==> src/vec_pkg.sv <==
`default_nettype none

package vec_pkg;

  // Field widths of an fp16 number
  typedef logic [4:0]  exp_t;
  typedef logic [10:0] sig_t;

  typedef logic [7:0]  apb_addr_t;
  typedef logic [31:0] apb_data_t;

  // Lane index, at most 16 lanes
  typedef logic [3:0]  lane_t;

  typedef struct packed {
    logic       sign;
    exp_t       exp;
    logic [9:0] frac;
  } fp16_t;

  typedef struct packed {
    logic      psel;
    logic      penable;
    logic      pwrite;
    apb_addr_t paddr;
    apb_data_t pwdata;
  } apb_req_t;

  typedef struct packed {
    apb_data_t prdata;
    logic      pready;
    logic      pslverr;
  } apb_rsp_t;

  typedef enum logic [1:0] {ST_IDLE, ST_ISSUE, ST_DRAIN, ST_DONE} vec_state_t;

  // Register map
  localparam apb_addr_t ADDR_CTRL   = 8'h00;
  localparam apb_addr_t ADDR_STATUS = 8'h04;
  localparam apb_addr_t ADDR_A_BASE = 8'h40;
  localparam apb_addr_t ADDR_B_BASE = 8'h80;
  localparam apb_addr_t ADDR_C_BASE = 8'hC0;

endpackage

`default_nettype wire

==> src/vaddsub.sv <==
`timescale 1ns/1ps
`default_nettype none

module vaddsub
  import vec_pkg::*;
(
  input  logic  CLK,
  input  logic  nRST,
  input  logic  in_valid,
  input  fp16_t op_a,
  input  fp16_t op_b,
  input  logic  op_sub,
  output logic  out_valid,
  output fp16_t result,
  output logic  overflow
);

  localparam int SIG_W = $bits(sig_t);
  localparam int GRS_W = 3;
  localparam int EXT_W = SIG_W + GRS_W;
  localparam int SUM_W = EXT_W + 1;

  // Canonical quiet NaN
  localparam fp16_t QNAN = 16'h7e00;

  function automatic fp16_t inf_of(input logic sign);
    return fp16_t'({sign, 5'h1f, 10'h000});
  endfunction

  // Leading zeros of a nonzero aligned magnitude
  function automatic logic [3:0] lzc(input logic [EXT_W-1:0] x);
    logic [3:0] cnt;
    logic       found;
    cnt   = 4'd0;
    found = 1'b0;
    for (int i = EXT_W - 1; i >= 0; i--) begin
      if (!found && x[i]) begin
        cnt   = 4'(EXT_W - 1 - i);
        found = 1'b1;
      end
    end
    return cnt;
  endfunction

  logic             sign_a, sign_b, eff_sub;
  logic             nan_a, nan_b, inf_a, inf_b;
  sig_t             m_a, m_b;
  logic             swap;
  exp_t             e_big, e_small, e_diff;
  logic [EXT_W-1:0] x_big, x_small, x_shift, x_align;
  logic             sticky;
  logic             s1n_special;
  fp16_t            s1n_special_res;
  logic [SUM_W-1:0] s1n_mag;

  logic             s1_valid;
  logic             s1_special;
  fp16_t            s1_special_res;
  logic [SUM_W-1:0] s1_mag;
  exp_t             s1_exp;
  logic             s1_sign;

  logic [3:0]       lz;
  logic [EXT_W-1:0] norm;
  logic [5:0]       exp_n, exp_post;
  logic             underflow;
  logic             round_up;
  logic [SIG_W:0]   sig_rnd;
  fp16_t            s2n_res;
  logic             s2n_ovf;

  logic             s2_valid;
  fp16_t            s2_res;
  logic             s2_ovf;

  assign sign_a  = op_a.sign;
  assign sign_b  = op_b.sign ^ op_sub;
  assign eff_sub = sign_a ^ sign_b;

  assign nan_a = (op_a.exp == 5'h1f) && (op_a.frac != '0);
  assign nan_b = (op_b.exp == 5'h1f) && (op_b.frac != '0);
  assign inf_a = (op_a.exp == 5'h1f) && (op_a.frac == '0);
  assign inf_b = (op_b.exp == 5'h1f) && (op_b.frac == '0);

  always_comb begin
    s1n_special     = 1'b1;
    s1n_special_res = QNAN;
    if (nan_a || nan_b) begin
      s1n_special_res = QNAN;
    end else if (inf_a && inf_b) begin
      // Opposite infinities cancel into NaN
      s1n_special_res = eff_sub ? QNAN : inf_of(sign_a);
    end else if (inf_a) begin
      s1n_special_res = inf_of(sign_a);
    end else if (inf_b) begin
      s1n_special_res = inf_of(sign_b);
    end else begin
      s1n_special = 1'b0;
    end
  end

  // DAZ, a zero exponent means a zero significand
  assign m_a = (op_a.exp == '0) ? '0 : {1'b1, op_a.frac};
  assign m_b = (op_b.exp == '0) ? '0 : {1'b1, op_b.frac};

  // Larger magnitude goes first
  assign swap    = (op_b.exp > op_a.exp) || ((op_b.exp == op_a.exp) && (m_b > m_a));
  assign e_big   = swap ? op_b.exp : op_a.exp;
  assign e_small = swap ? op_a.exp : op_b.exp;
  assign e_diff  = e_big - e_small;
  assign x_big   = {swap ? m_b : m_a, {GRS_W{1'b0}}};
  assign x_small = {swap ? m_a : m_b, {GRS_W{1'b0}}};

  // Align with sticky collecting every bit shifted out
  assign x_shift = x_small >> e_diff;
  assign sticky  = |(x_small & ~({EXT_W{1'b1}} << e_diff));
  assign x_align = {x_shift[EXT_W-1:1], x_shift[0] | sticky};

  assign s1n_mag = eff_sub ? ({1'b0, x_big} - {1'b0, x_align})
                           : ({1'b0, x_big} + {1'b0, x_align});

  always_ff @(posedge CLK or negedge nRST) begin
    if (!nRST) begin
      s1_valid <= 1'b0;
    end else begin
      s1_valid <= in_valid;
    end
  end

  always_ff @(posedge CLK) begin
    if (in_valid) begin
      s1_special     <= s1n_special;
      s1_special_res <= s1n_special_res;
      s1_mag         <= s1n_mag;
      s1_exp         <= e_big;
      s1_sign        <= swap ? sign_b : sign_a;
    end
  end

  assign lz = lzc(s1_mag[EXT_W-1:0]);

  always_comb begin
    underflow = 1'b0;
    if (s1_mag[SUM_W-1]) begin
      // Carry out, shift right once and fold the lost bit into sticky
      norm  = {s1_mag[SUM_W-1:2], s1_mag[1] | s1_mag[0]};
      exp_n = {1'b0, s1_exp} + 6'd1;
    end else begin
      norm      = s1_mag[EXT_W-1:0] << lz;
      exp_n     = {1'b0, s1_exp} - {2'b00, lz};
      underflow = ({1'b0, s1_exp} <= {2'b00, lz});
    end
  end

  // Round to nearest, ties to even
  assign round_up = norm[2] & (norm[1] | norm[0] | norm[3]);
  assign sig_rnd  = {1'b0, norm[EXT_W-1:GRS_W]} + 12'(round_up);
  assign exp_post = exp_n + 6'(sig_rnd[SIG_W]);

  always_comb begin
    s2n_res = '0;
    s2n_ovf = 1'b0;
    if (s1_special) begin
      s2n_res = s1_special_res;
    end else if ((s1_mag == '0) || underflow) begin
      // Cancellation and would-be subnormals give +0
      s2n_res = '0;
    end else if (exp_post >= 6'd31) begin
      s2n_res = inf_of(s1_sign);
      s2n_ovf = 1'b1;
    end else begin
      s2n_res = fp16_t'({s1_sign, exp_post[4:0], sig_rnd[9:0]});
    end
  end

  always_ff @(posedge CLK or negedge nRST) begin
    if (!nRST) begin
      s2_valid <= 1'b0;
    end else begin
      s2_valid <= s1_valid;
    end
  end

  always_ff @(posedge CLK) begin
    if (s1_valid) begin
      s2_res <= s2n_res;
      s2_ovf <= s2n_ovf;
    end
  end

  assign out_valid = s2_valid;
  assign result    = s2_valid ? s2_res : '0;
  assign overflow  = s2_valid & s2_ovf;

endmodule

`default_nettype wire

==> src/vec_ctrl.sv <==
`timescale 1ns/1ps
`default_nettype none

module vec_ctrl
  import vec_pkg::*;
#(
  parameter int VLEN = 8
) (
  input  logic CLK,
  input  logic nRST,
  input  logic start_pulse,
  input  logic issue_last,
  input  logic retire_last,
  input  logic out_valid,
  output logic busy,
  output logic clear,
  output logic issue_en,
  output logic done_set
);

  vec_state_t state, state_nxt;

  // Lane index is only 4 bits wide
  if ((VLEN < 1) || (VLEN > 16)) begin : g_vlen_check
    $error("VLEN out of range 1 to 16");
  end

  always_ff @(posedge CLK or negedge nRST) begin
    if (!nRST) begin
      state <= ST_IDLE;
    end else begin
      state <= state_nxt;
    end
  end

  always_comb begin
    state_nxt = state;
    case (state)
      ST_IDLE:  if (start_pulse) state_nxt = ST_ISSUE;
      ST_ISSUE: if (issue_last) state_nxt = ST_DRAIN;
      // Wait for the last lane to leave the pipeline
      ST_DRAIN: if (out_valid && retire_last) state_nxt = ST_DONE;
      ST_DONE:  state_nxt = ST_IDLE;
      default:  state_nxt = ST_IDLE;
    endcase
  end

  assign busy     = state != ST_IDLE;
  assign clear    = (state == ST_IDLE) & start_pulse;
  assign issue_en = state == ST_ISSUE;
  assign done_set = state == ST_DONE;

endmodule

`default_nettype wire

==> src/vec_elem_counter.sv <==
`timescale 1ns/1ps
`default_nettype none

module vec_elem_counter
  import vec_pkg::*;
#(
  parameter int VLEN = 8
) (
  input  logic  CLK,
  input  logic  nRST,
  input  logic  clear,
  input  logic  issue_en,
  input  logic  out_valid,
  output lane_t issue_idx,
  output lane_t retire_idx,
  output logic  issue_last,
  output logic  retire_last
);

  localparam lane_t LAST = lane_t'(VLEN - 1);

  assign issue_last  = issue_idx == LAST;
  assign retire_last = retire_idx == LAST;

  // Issue side runs ahead of retire by the pipeline depth
  always_ff @(posedge CLK or negedge nRST) begin
    if (!nRST) begin
      issue_idx <= '0;
    end else if (clear) begin
      issue_idx <= '0;
    end else if (issue_en) begin
      issue_idx <= issue_last ? '0 : issue_idx + lane_t'(1);
    end
  end

  always_ff @(posedge CLK or negedge nRST) begin
    if (!nRST) begin
      retire_idx <= '0;
    end else if (clear) begin
      retire_idx <= '0;
    end else if (out_valid) begin
      retire_idx <= retire_last ? '0 : retire_idx + lane_t'(1);
    end
  end

endmodule

`default_nettype wire

==> src/vec_regfile.sv <==
`timescale 1ns/1ps
`default_nettype none

module vec_regfile
  import vec_pkg::*;
#(
  parameter int VLEN = 8
) (
  input  logic     CLK,
  input  logic     nRST,
  input  apb_req_t apb_req,
  output apb_rsp_t apb_rsp,
  input  logic     busy,
  input  logic     done_set,
  input  lane_t    issue_idx,
  input  lane_t    retire_idx,
  input  logic     out_valid,
  input  fp16_t    result,
  input  logic     overflow,
  output logic     start_pulse,
  output logic     op_sub,
  output fp16_t    op_a,
  output fp16_t    op_b
);

  localparam int IW = (VLEN > 1) ? $clog2(VLEN) : 1;

  fp16_t a_mem [VLEN];
  fp16_t b_mem [VLEN];
  fp16_t c_mem [VLEN];
  logic  done, ovf_sticky;
  logic  access, lane_ok, mapped, err, wr_ok;
  logic  is_ctrl, is_status, is_a, is_b, is_c;
  lane_t lane;

  assign access  = apb_req.psel & apb_req.penable;
  assign lane    = apb_req.paddr[5:2];
  assign lane_ok = (int'(lane) < VLEN) && (apb_req.paddr[1:0] == 2'b00);

  assign is_ctrl   = apb_req.paddr == ADDR_CTRL;
  assign is_status = apb_req.paddr == ADDR_STATUS;
  assign is_a      = (apb_req.paddr[7:6] == ADDR_A_BASE[7:6]) && lane_ok;
  assign is_b      = (apb_req.paddr[7:6] == ADDR_B_BASE[7:6]) && lane_ok;
  assign is_c      = (apb_req.paddr[7:6] == ADDR_C_BASE[7:6]) && lane_ok;
  assign mapped    = is_ctrl | is_status | is_a | is_b | is_c;

  // C and STATUS are read only, the rest is locked during a run
  assign err   = !mapped
               | (apb_req.pwrite & (is_status | is_c))
               | (apb_req.pwrite & busy & (is_ctrl | is_a | is_b));
  assign wr_ok = access & apb_req.pwrite & !err;

  assign start_pulse = wr_ok & is_ctrl & apb_req.pwdata[0];

  assign op_a = a_mem[issue_idx[IW-1:0]];
  assign op_b = b_mem[issue_idx[IW-1:0]];

  always_comb begin
    apb_rsp.prdata  = '0;
    apb_rsp.pready  = 1'b1;
    apb_rsp.pslverr = access & err;
    if (is_ctrl) begin
      apb_rsp.prdata = {30'd0, op_sub, 1'b0};
    end else if (is_status) begin
      apb_rsp.prdata = {29'd0, ovf_sticky, done, busy};
    end else if (is_a) begin
      apb_rsp.prdata = {16'd0, a_mem[lane[IW-1:0]]};
    end else if (is_b) begin
      apb_rsp.prdata = {16'd0, b_mem[lane[IW-1:0]]};
    end else if (is_c) begin
      apb_rsp.prdata = {16'd0, c_mem[lane[IW-1:0]]};
    end
  end

  always_ff @(posedge CLK or negedge nRST) begin
    if (!nRST) begin
      for (int i = 0; i < VLEN; i++) begin
        a_mem[i] <= '0;
        b_mem[i] <= '0;
        c_mem[i] <= '0;
      end
      op_sub     <= 1'b0;
      done       <= 1'b0;
      ovf_sticky <= 1'b0;
    end else begin
      if (wr_ok && is_a) begin
        a_mem[lane[IW-1:0]] <= fp16_t'(apb_req.pwdata[15:0]);
      end
      if (wr_ok && is_b) begin
        b_mem[lane[IW-1:0]] <= fp16_t'(apb_req.pwdata[15:0]);
      end
      if (wr_ok && is_ctrl) begin
        op_sub <= apb_req.pwdata[1];
      end
      // Results retire in lane order
      if (out_valid) begin
        c_mem[retire_idx[IW-1:0]] <= result;
      end
      if (start_pulse) begin
        done       <= 1'b0;
        ovf_sticky <= 1'b0;
      end else begin
        if (done_set) begin
          done <= 1'b1;
        end
        if (out_valid && overflow) begin
          ovf_sticky <= 1'b1;
        end
      end
    end
  end

endmodule

`default_nettype wire

==> src/vec_unit_top.sv <==
`timescale 1ns/1ps
`default_nettype none

module vec_unit_top
  import vec_pkg::*;
#(
  parameter int VLEN = 8
) (
  input  logic     CLK,
  input  logic     nRST,
  input  apb_req_t apb_req,
  output apb_rsp_t apb_rsp
);

  logic  start_pulse, op_sub;
  logic  busy, clear, issue_en, done_set;
  logic  issue_last, retire_last;
  logic  out_valid, overflow;
  lane_t issue_idx, retire_idx;
  fp16_t op_a, op_b, result;

  vec_regfile #(.VLEN(VLEN)) vec_regfile_inst (
    .CLK(CLK), .nRST(nRST),
    .apb_req(apb_req), .apb_rsp(apb_rsp),
    .busy(busy), .done_set(done_set),
    .issue_idx(issue_idx), .retire_idx(retire_idx),
    .out_valid(out_valid), .result(result), .overflow(overflow),
    .start_pulse(start_pulse), .op_sub(op_sub),
    .op_a(op_a), .op_b(op_b)
  );

  vec_ctrl #(.VLEN(VLEN)) vec_ctrl_inst (
    .CLK(CLK), .nRST(nRST),
    .start_pulse(start_pulse), .issue_last(issue_last),
    .retire_last(retire_last), .out_valid(out_valid),
    .busy(busy), .clear(clear), .issue_en(issue_en), .done_set(done_set)
  );

  vec_elem_counter #(.VLEN(VLEN)) vec_elem_counter_inst (
    .CLK(CLK), .nRST(nRST),
    .clear(clear), .issue_en(issue_en), .out_valid(out_valid),
    .issue_idx(issue_idx), .retire_idx(retire_idx),
    .issue_last(issue_last), .retire_last(retire_last)
  );

  // One lane enters the pipeline per issue cycle
  vaddsub vaddsub_inst (
    .CLK(CLK), .nRST(nRST),
    .in_valid(issue_en), .op_a(op_a), .op_b(op_b), .op_sub(op_sub),
    .out_valid(out_valid), .result(result), .overflow(overflow)
  );

endmodule

`default_nettype wire
==> config.mk <==
export PLATFORM = sky130hd
export DESIGN_NAME = vec_unit_top
export DESIGN_NICKNAME = d
export VERILOG_FILES = /design/src/vec_pkg.sv /design/src/vaddsub.sv /design/src/vec_ctrl.sv /design/src/vec_elem_counter.sv /design/src/vec_regfile.sv /design/src/vec_unit_top.sv
export SDC_FILE = /design/constraint.sdc
export NUM_CORES = 1
export LEC_CHECK = 0
export BUFFER_PORTS_ARGS = -buffer_cell sky130_fd_sc_hd__buf_4
export CAP_MARGIN = 20
export CORE_MARGIN = 2
export CORE_UTILIZATION = 50
export CTS_CLUSTER_SIZE = 20
export DETAILED_ROUTE_END_ITERATION = 8
export PLACE_DENSITY = 0.66
export SLEW_MARGIN = 25
export SYNTH_ARGS = -nofsm -noshare
export SYNTH_HDL_FRONTEND = slang
export SYNTH_SLANG_ARGS = --single-unit
export TNS_END_PERCENT = 1
==> constraint.sdc <==
create_clock -name CLK -period 10.5 [get_ports CLK]
set_input_delay 0 -clock CLK [delete_from_list [all_inputs] [get_ports CLK]]
set_output_delay 0 -clock CLK [all_outputs]
set_load 0.05 [all_outputs]
==> metrics.md <==
| Metric | Value |
|---|---|
| Reg-to-reg startpoint | `vec_elem_counter_inst.issue_idx[2]` |
| Avg WL per Cell | `24.8 um` |
| Static leakage | `13.0 nW` |
| Starting Density | `0.507` |
| Vias in the first global route | `18,000` |
| Sequential power share | `0.424` |
| Detailed Place HPWL | `46.6 mm` |
| First-pass GRT wire length | `108 mm` |
| Global route total overflow | `0` |
| RR Endpoint | `vaddsub_inst.s1_mag[14]` |
| Register area share after synthesis | `0.430` |
| DP Area | `27,000 um^2` |
| Warnings from Yosys | `0` |
| Clk slew on worst S/H paths | `0.06 ns` |
| # IOs | `79` |
| Vias per cell | `6.31` |
| Sw Ratio | `0.332` |
| Worst Setup EP | `vaddsub_inst.s1_mag[14]` |
| Min Clock Period, post-route | `9.55 ns` |
| Setup WS pre-CTS | `1.13 ns` |
| Syn Inst Count | `2,086` |
| Clk root buf | `clkbuf_16` |
| Largest net degree at the start of global routing | `190` |
| Period utilization | `0.909` |
| Max Cap Viol | `0` |
| Post-synth top flop | `dfrtp_1` |
| Worst-path fanout max | `34` |
| Post-CTS setup buffers | `0` |
| DRT antenna net count | `0` |
| Logic pwr share | `0.278` |
| Net switching power | `1.88 mW` |
| Avg Inst Size Synth | `12.5 um^2` |
| Sequential cell area | `11,200 um^2` |
| Most common cell on crit path | `nor2_1` |
| TNS Setup | `0 ns` |
| CTS sink count | `440` |
| Worst setup SP type | `register` |
| Total global-route track usage | `0.264` |
| CTS buffer count | `49` |
| Total Power | `5.67 mW` |
| Fin area | `28,800 um^2` |
| H-tree Lvls | `2` |
| Die Ht | `233 um` |
| FMAX | `105 MHz` |
| Final hold viol count | `0` |
| Worst-margin pin slew | `1.12 ns` |
| P per Cell Area | `197 nW/um^2` |
| Max Root-Sink Buffers | `3` |
| Unrepaired setup endpoints after global routing | `no` |
| Area taken by multi-input logic gates | `14,100 um^2` |
| CTS tree | `built` |
| Die W | `233 um` |
| Endpoints failing setup | `0` |
| FP Rows | `83` |
| Slowest CP cell | `dfrtp_2` |
| Hold Path Class | `input pin to async pin` |
| Clock power frac | `0.297` |
| Mapped cell area | `26,100 um^2` |
| Int Power | `3.78 mW` |
| Worst Slack Setup Final | `0.955 ns` |
| Total number of vias | `17,800` |
| Post-synth EDFFs | `41` |
| Clk Latency, worst-skew pair | `0.60 ns` |
| Yosys reg bits | `440` |
| Drt pass-1 iters | `5` |
| Buffers on Ports | `45` |
| Worst setup EP type | `register` |
| Die Footprint | `54,100 um^2` |
| Final std cells w/o fill | `2,819` |
| Crit Path Class | `register to register` |
| Fillers | `4,283` |
| Share of cells above drive strength 1 | `0.364` |
| Routed WL | `70.0 mm` |
| Layout overhead on the synthesized area | `10.3%` |
| Final Slew Violations | `0` |
| Flop-to-flop setup slack | `0.95 ns` |
| Maximum vdd ir drop | `152 uV` |
| Remaining DRCs | `0` |
| Inst Count DP | `2,710` |
| Core area | `51,500 um^2` |
| Clock Skew | `0.0251 ns` |
| Status | `finished, final reports clean` |
| Yosys cell types | `92` |
| Share of flip-flops with an asynchronous set or reset | `0.907` |
| GPL Wtd Cong | `0.895` |
| Number of gates resized after cts | `0` |
| Crit. Startpoint | `vec_elem_counter_inst.issue_idx[2]` |
| WP data required | `10.83 ns` |
| Worst rel slew slack | `0.255` |
| Initial DRC count | `1,626` |
| Final nets | `2,200` |
| Crit path arrival time | `9.87 ns` |
| Crit-path max cell delay | `0.70 ns` |
| Worst R2R Path Depth | `36` |
| Initial antenna violation count | `3` |
| Final Util | `0.559` |
| Min Hold Slack | `0.0613 ns` |
## layout by cell type, fill, tap and decap left out, types with 50 or more instances in the layout
cell type  synthesis  layout
inv_1             50      50
nor2_1           123     123
nand2_1          113     104
mux2_2           405     405
a21oi_1           66      66
dfrtp_1          399     396
mux2i_1           79      79
mux4_2           162     162
clkbuf_16          0      50
ha_1              54      54
buf_4             19      77
o21ai_0           59      59
## final cells by class
class                   count  area share
multi-input cells        1454       0.490
repair buffers             98      0.0285
inverters                  56     0.00730
clock inverters            12     0.00334
clock buffers              77      0.0515
diodes                      2    0.000174
well taps                 680      0.0295
flip-flops and latches    440       0.390
## metal layers
metal  track usage  share of wire  vias up
li1              -              -     7876
met1         0.362           0.43     9187
met2         0.419           0.47      616
met3        0.0599          0.073      119
met4        0.0822          0.030        0
met5             0              0        -
## power groups by stage
| stage | clock, mW | combinational, mW | sequential, mW |
|---|---|---|---|
| floorplan | 0 | 1.27 | 2.24 |
| global placement | 0 | 1.53 | 2.40 |
| detailed placement | 0 | 1.56 | 2.43 |
| CTS | 1.71 | 1.58 | 2.40 |
| global route | 1.79 | 1.70 | 2.46 |
| finish | 1.68 | 1.58 | 2.40 |
## cell usage after synthesis, drive strengths merged, types with 10 or more instances
cell type / n / area share
a21o: 15 / 0.0043
a21oi: 70 / 0.014
a31oi: 14 / 0.0039
and2: 18 / 0.0044
and3: 13 / 0.0031
buf: 56 / 0.013
clkbuf: 95 / 0.014
dfrtp: 399 / 0.38
edfxtp: 41 / 0.047
ha: 54 / 0.026
inv: 54 / 0.0078
mux2: 406 / 0.18
mux2i: 81 / 0.032
mux4: 162 / 0.14
nand2: 113 / 0.016
nand3: 42 / 0.0080
nand4: 13 / 0.0031
nor2: 124 / 0.018
nor3: 27 / 0.0054
o21ai: 66 / 0.013
o21bai: 11 / 0.0032
or2: 13 / 0.0031
or3: 10 / 0.0026
xnor2: 22 / 0.0074
xor2: 13 / 0.0044
## cell families after synthesis
| group | after synthesis | share of synthesized area |
|---|---|---|
| AO/OA/AOI/OAI | 276 | 0.0709 |
| XOR/XNOR | 35 | 0.0117 |
| adder cells (fa/ha/maj) | 57 | 0.0278 |
| buffers and inverters | 207 | 0.0343 |
| flip-flops | 440 | 0.430 |
| multiplexers | 649 | 0.347 |
| other | 2 | 0.000288 |
| AND/OR/NAND/NOR | 420 | 0.0785 |
## worst min path at each step
stage	slack (ns)	end	startpoint	cells past startpoint
2_1_floorplan	-0.30	vaddsub_inst.out_valid	nRST	0
3_3_place_gp	0.02	vec_regfile_inst.c_mem[57]	nRST	1
3_5_place_dp	0.02	vec_regfile_inst.c_mem[57]	nRST	1
4_1_cts	0.06	vec_regfile_inst.op_sub	apb_req[38]	4
5_1_grt	0.1	vec_regfile_inst.c_mem[57]	nRST	2
6_report	0.06	vec_regfile_inst.c_mem[57]	nRST	2
## sequential cells by signal, indices dropped and copies added, names as in the netlist, 2 cells and up
signal,count
vaddsub_inst.s1_special_res,2
vec_ctrl_inst.state,2
vec_regfile_inst.c_mem,128
vec_regfile_inst.a_mem,128
vaddsub_inst.s1_mag,15
vaddsub_inst.s2_res,16
vec_regfile_inst.b_mem,128
vec_elem_counter_inst.issue_idx,4
vec_elem_counter_inst.retire_idx,4
vaddsub_inst.s1_exp,5
## critical path, delay by kind of cell (launching register included)
family                     cells  cell delay [ns]
and+or+nand+nor               11             1.54
AOI/OAI and AO/OA             14             2.88
muxes                          4             1.47
adders and majority gates      4             1.65
buffers and inverters          3             0.99
DFF                            1             0.70
## timing repair
action                                  in CTS  in global routing
endpoints found under the setup margin       0                  0
endpoints found under the hold margin      333                  0
hold buffers                                17                  0
(Power assumes the default switching activity.)
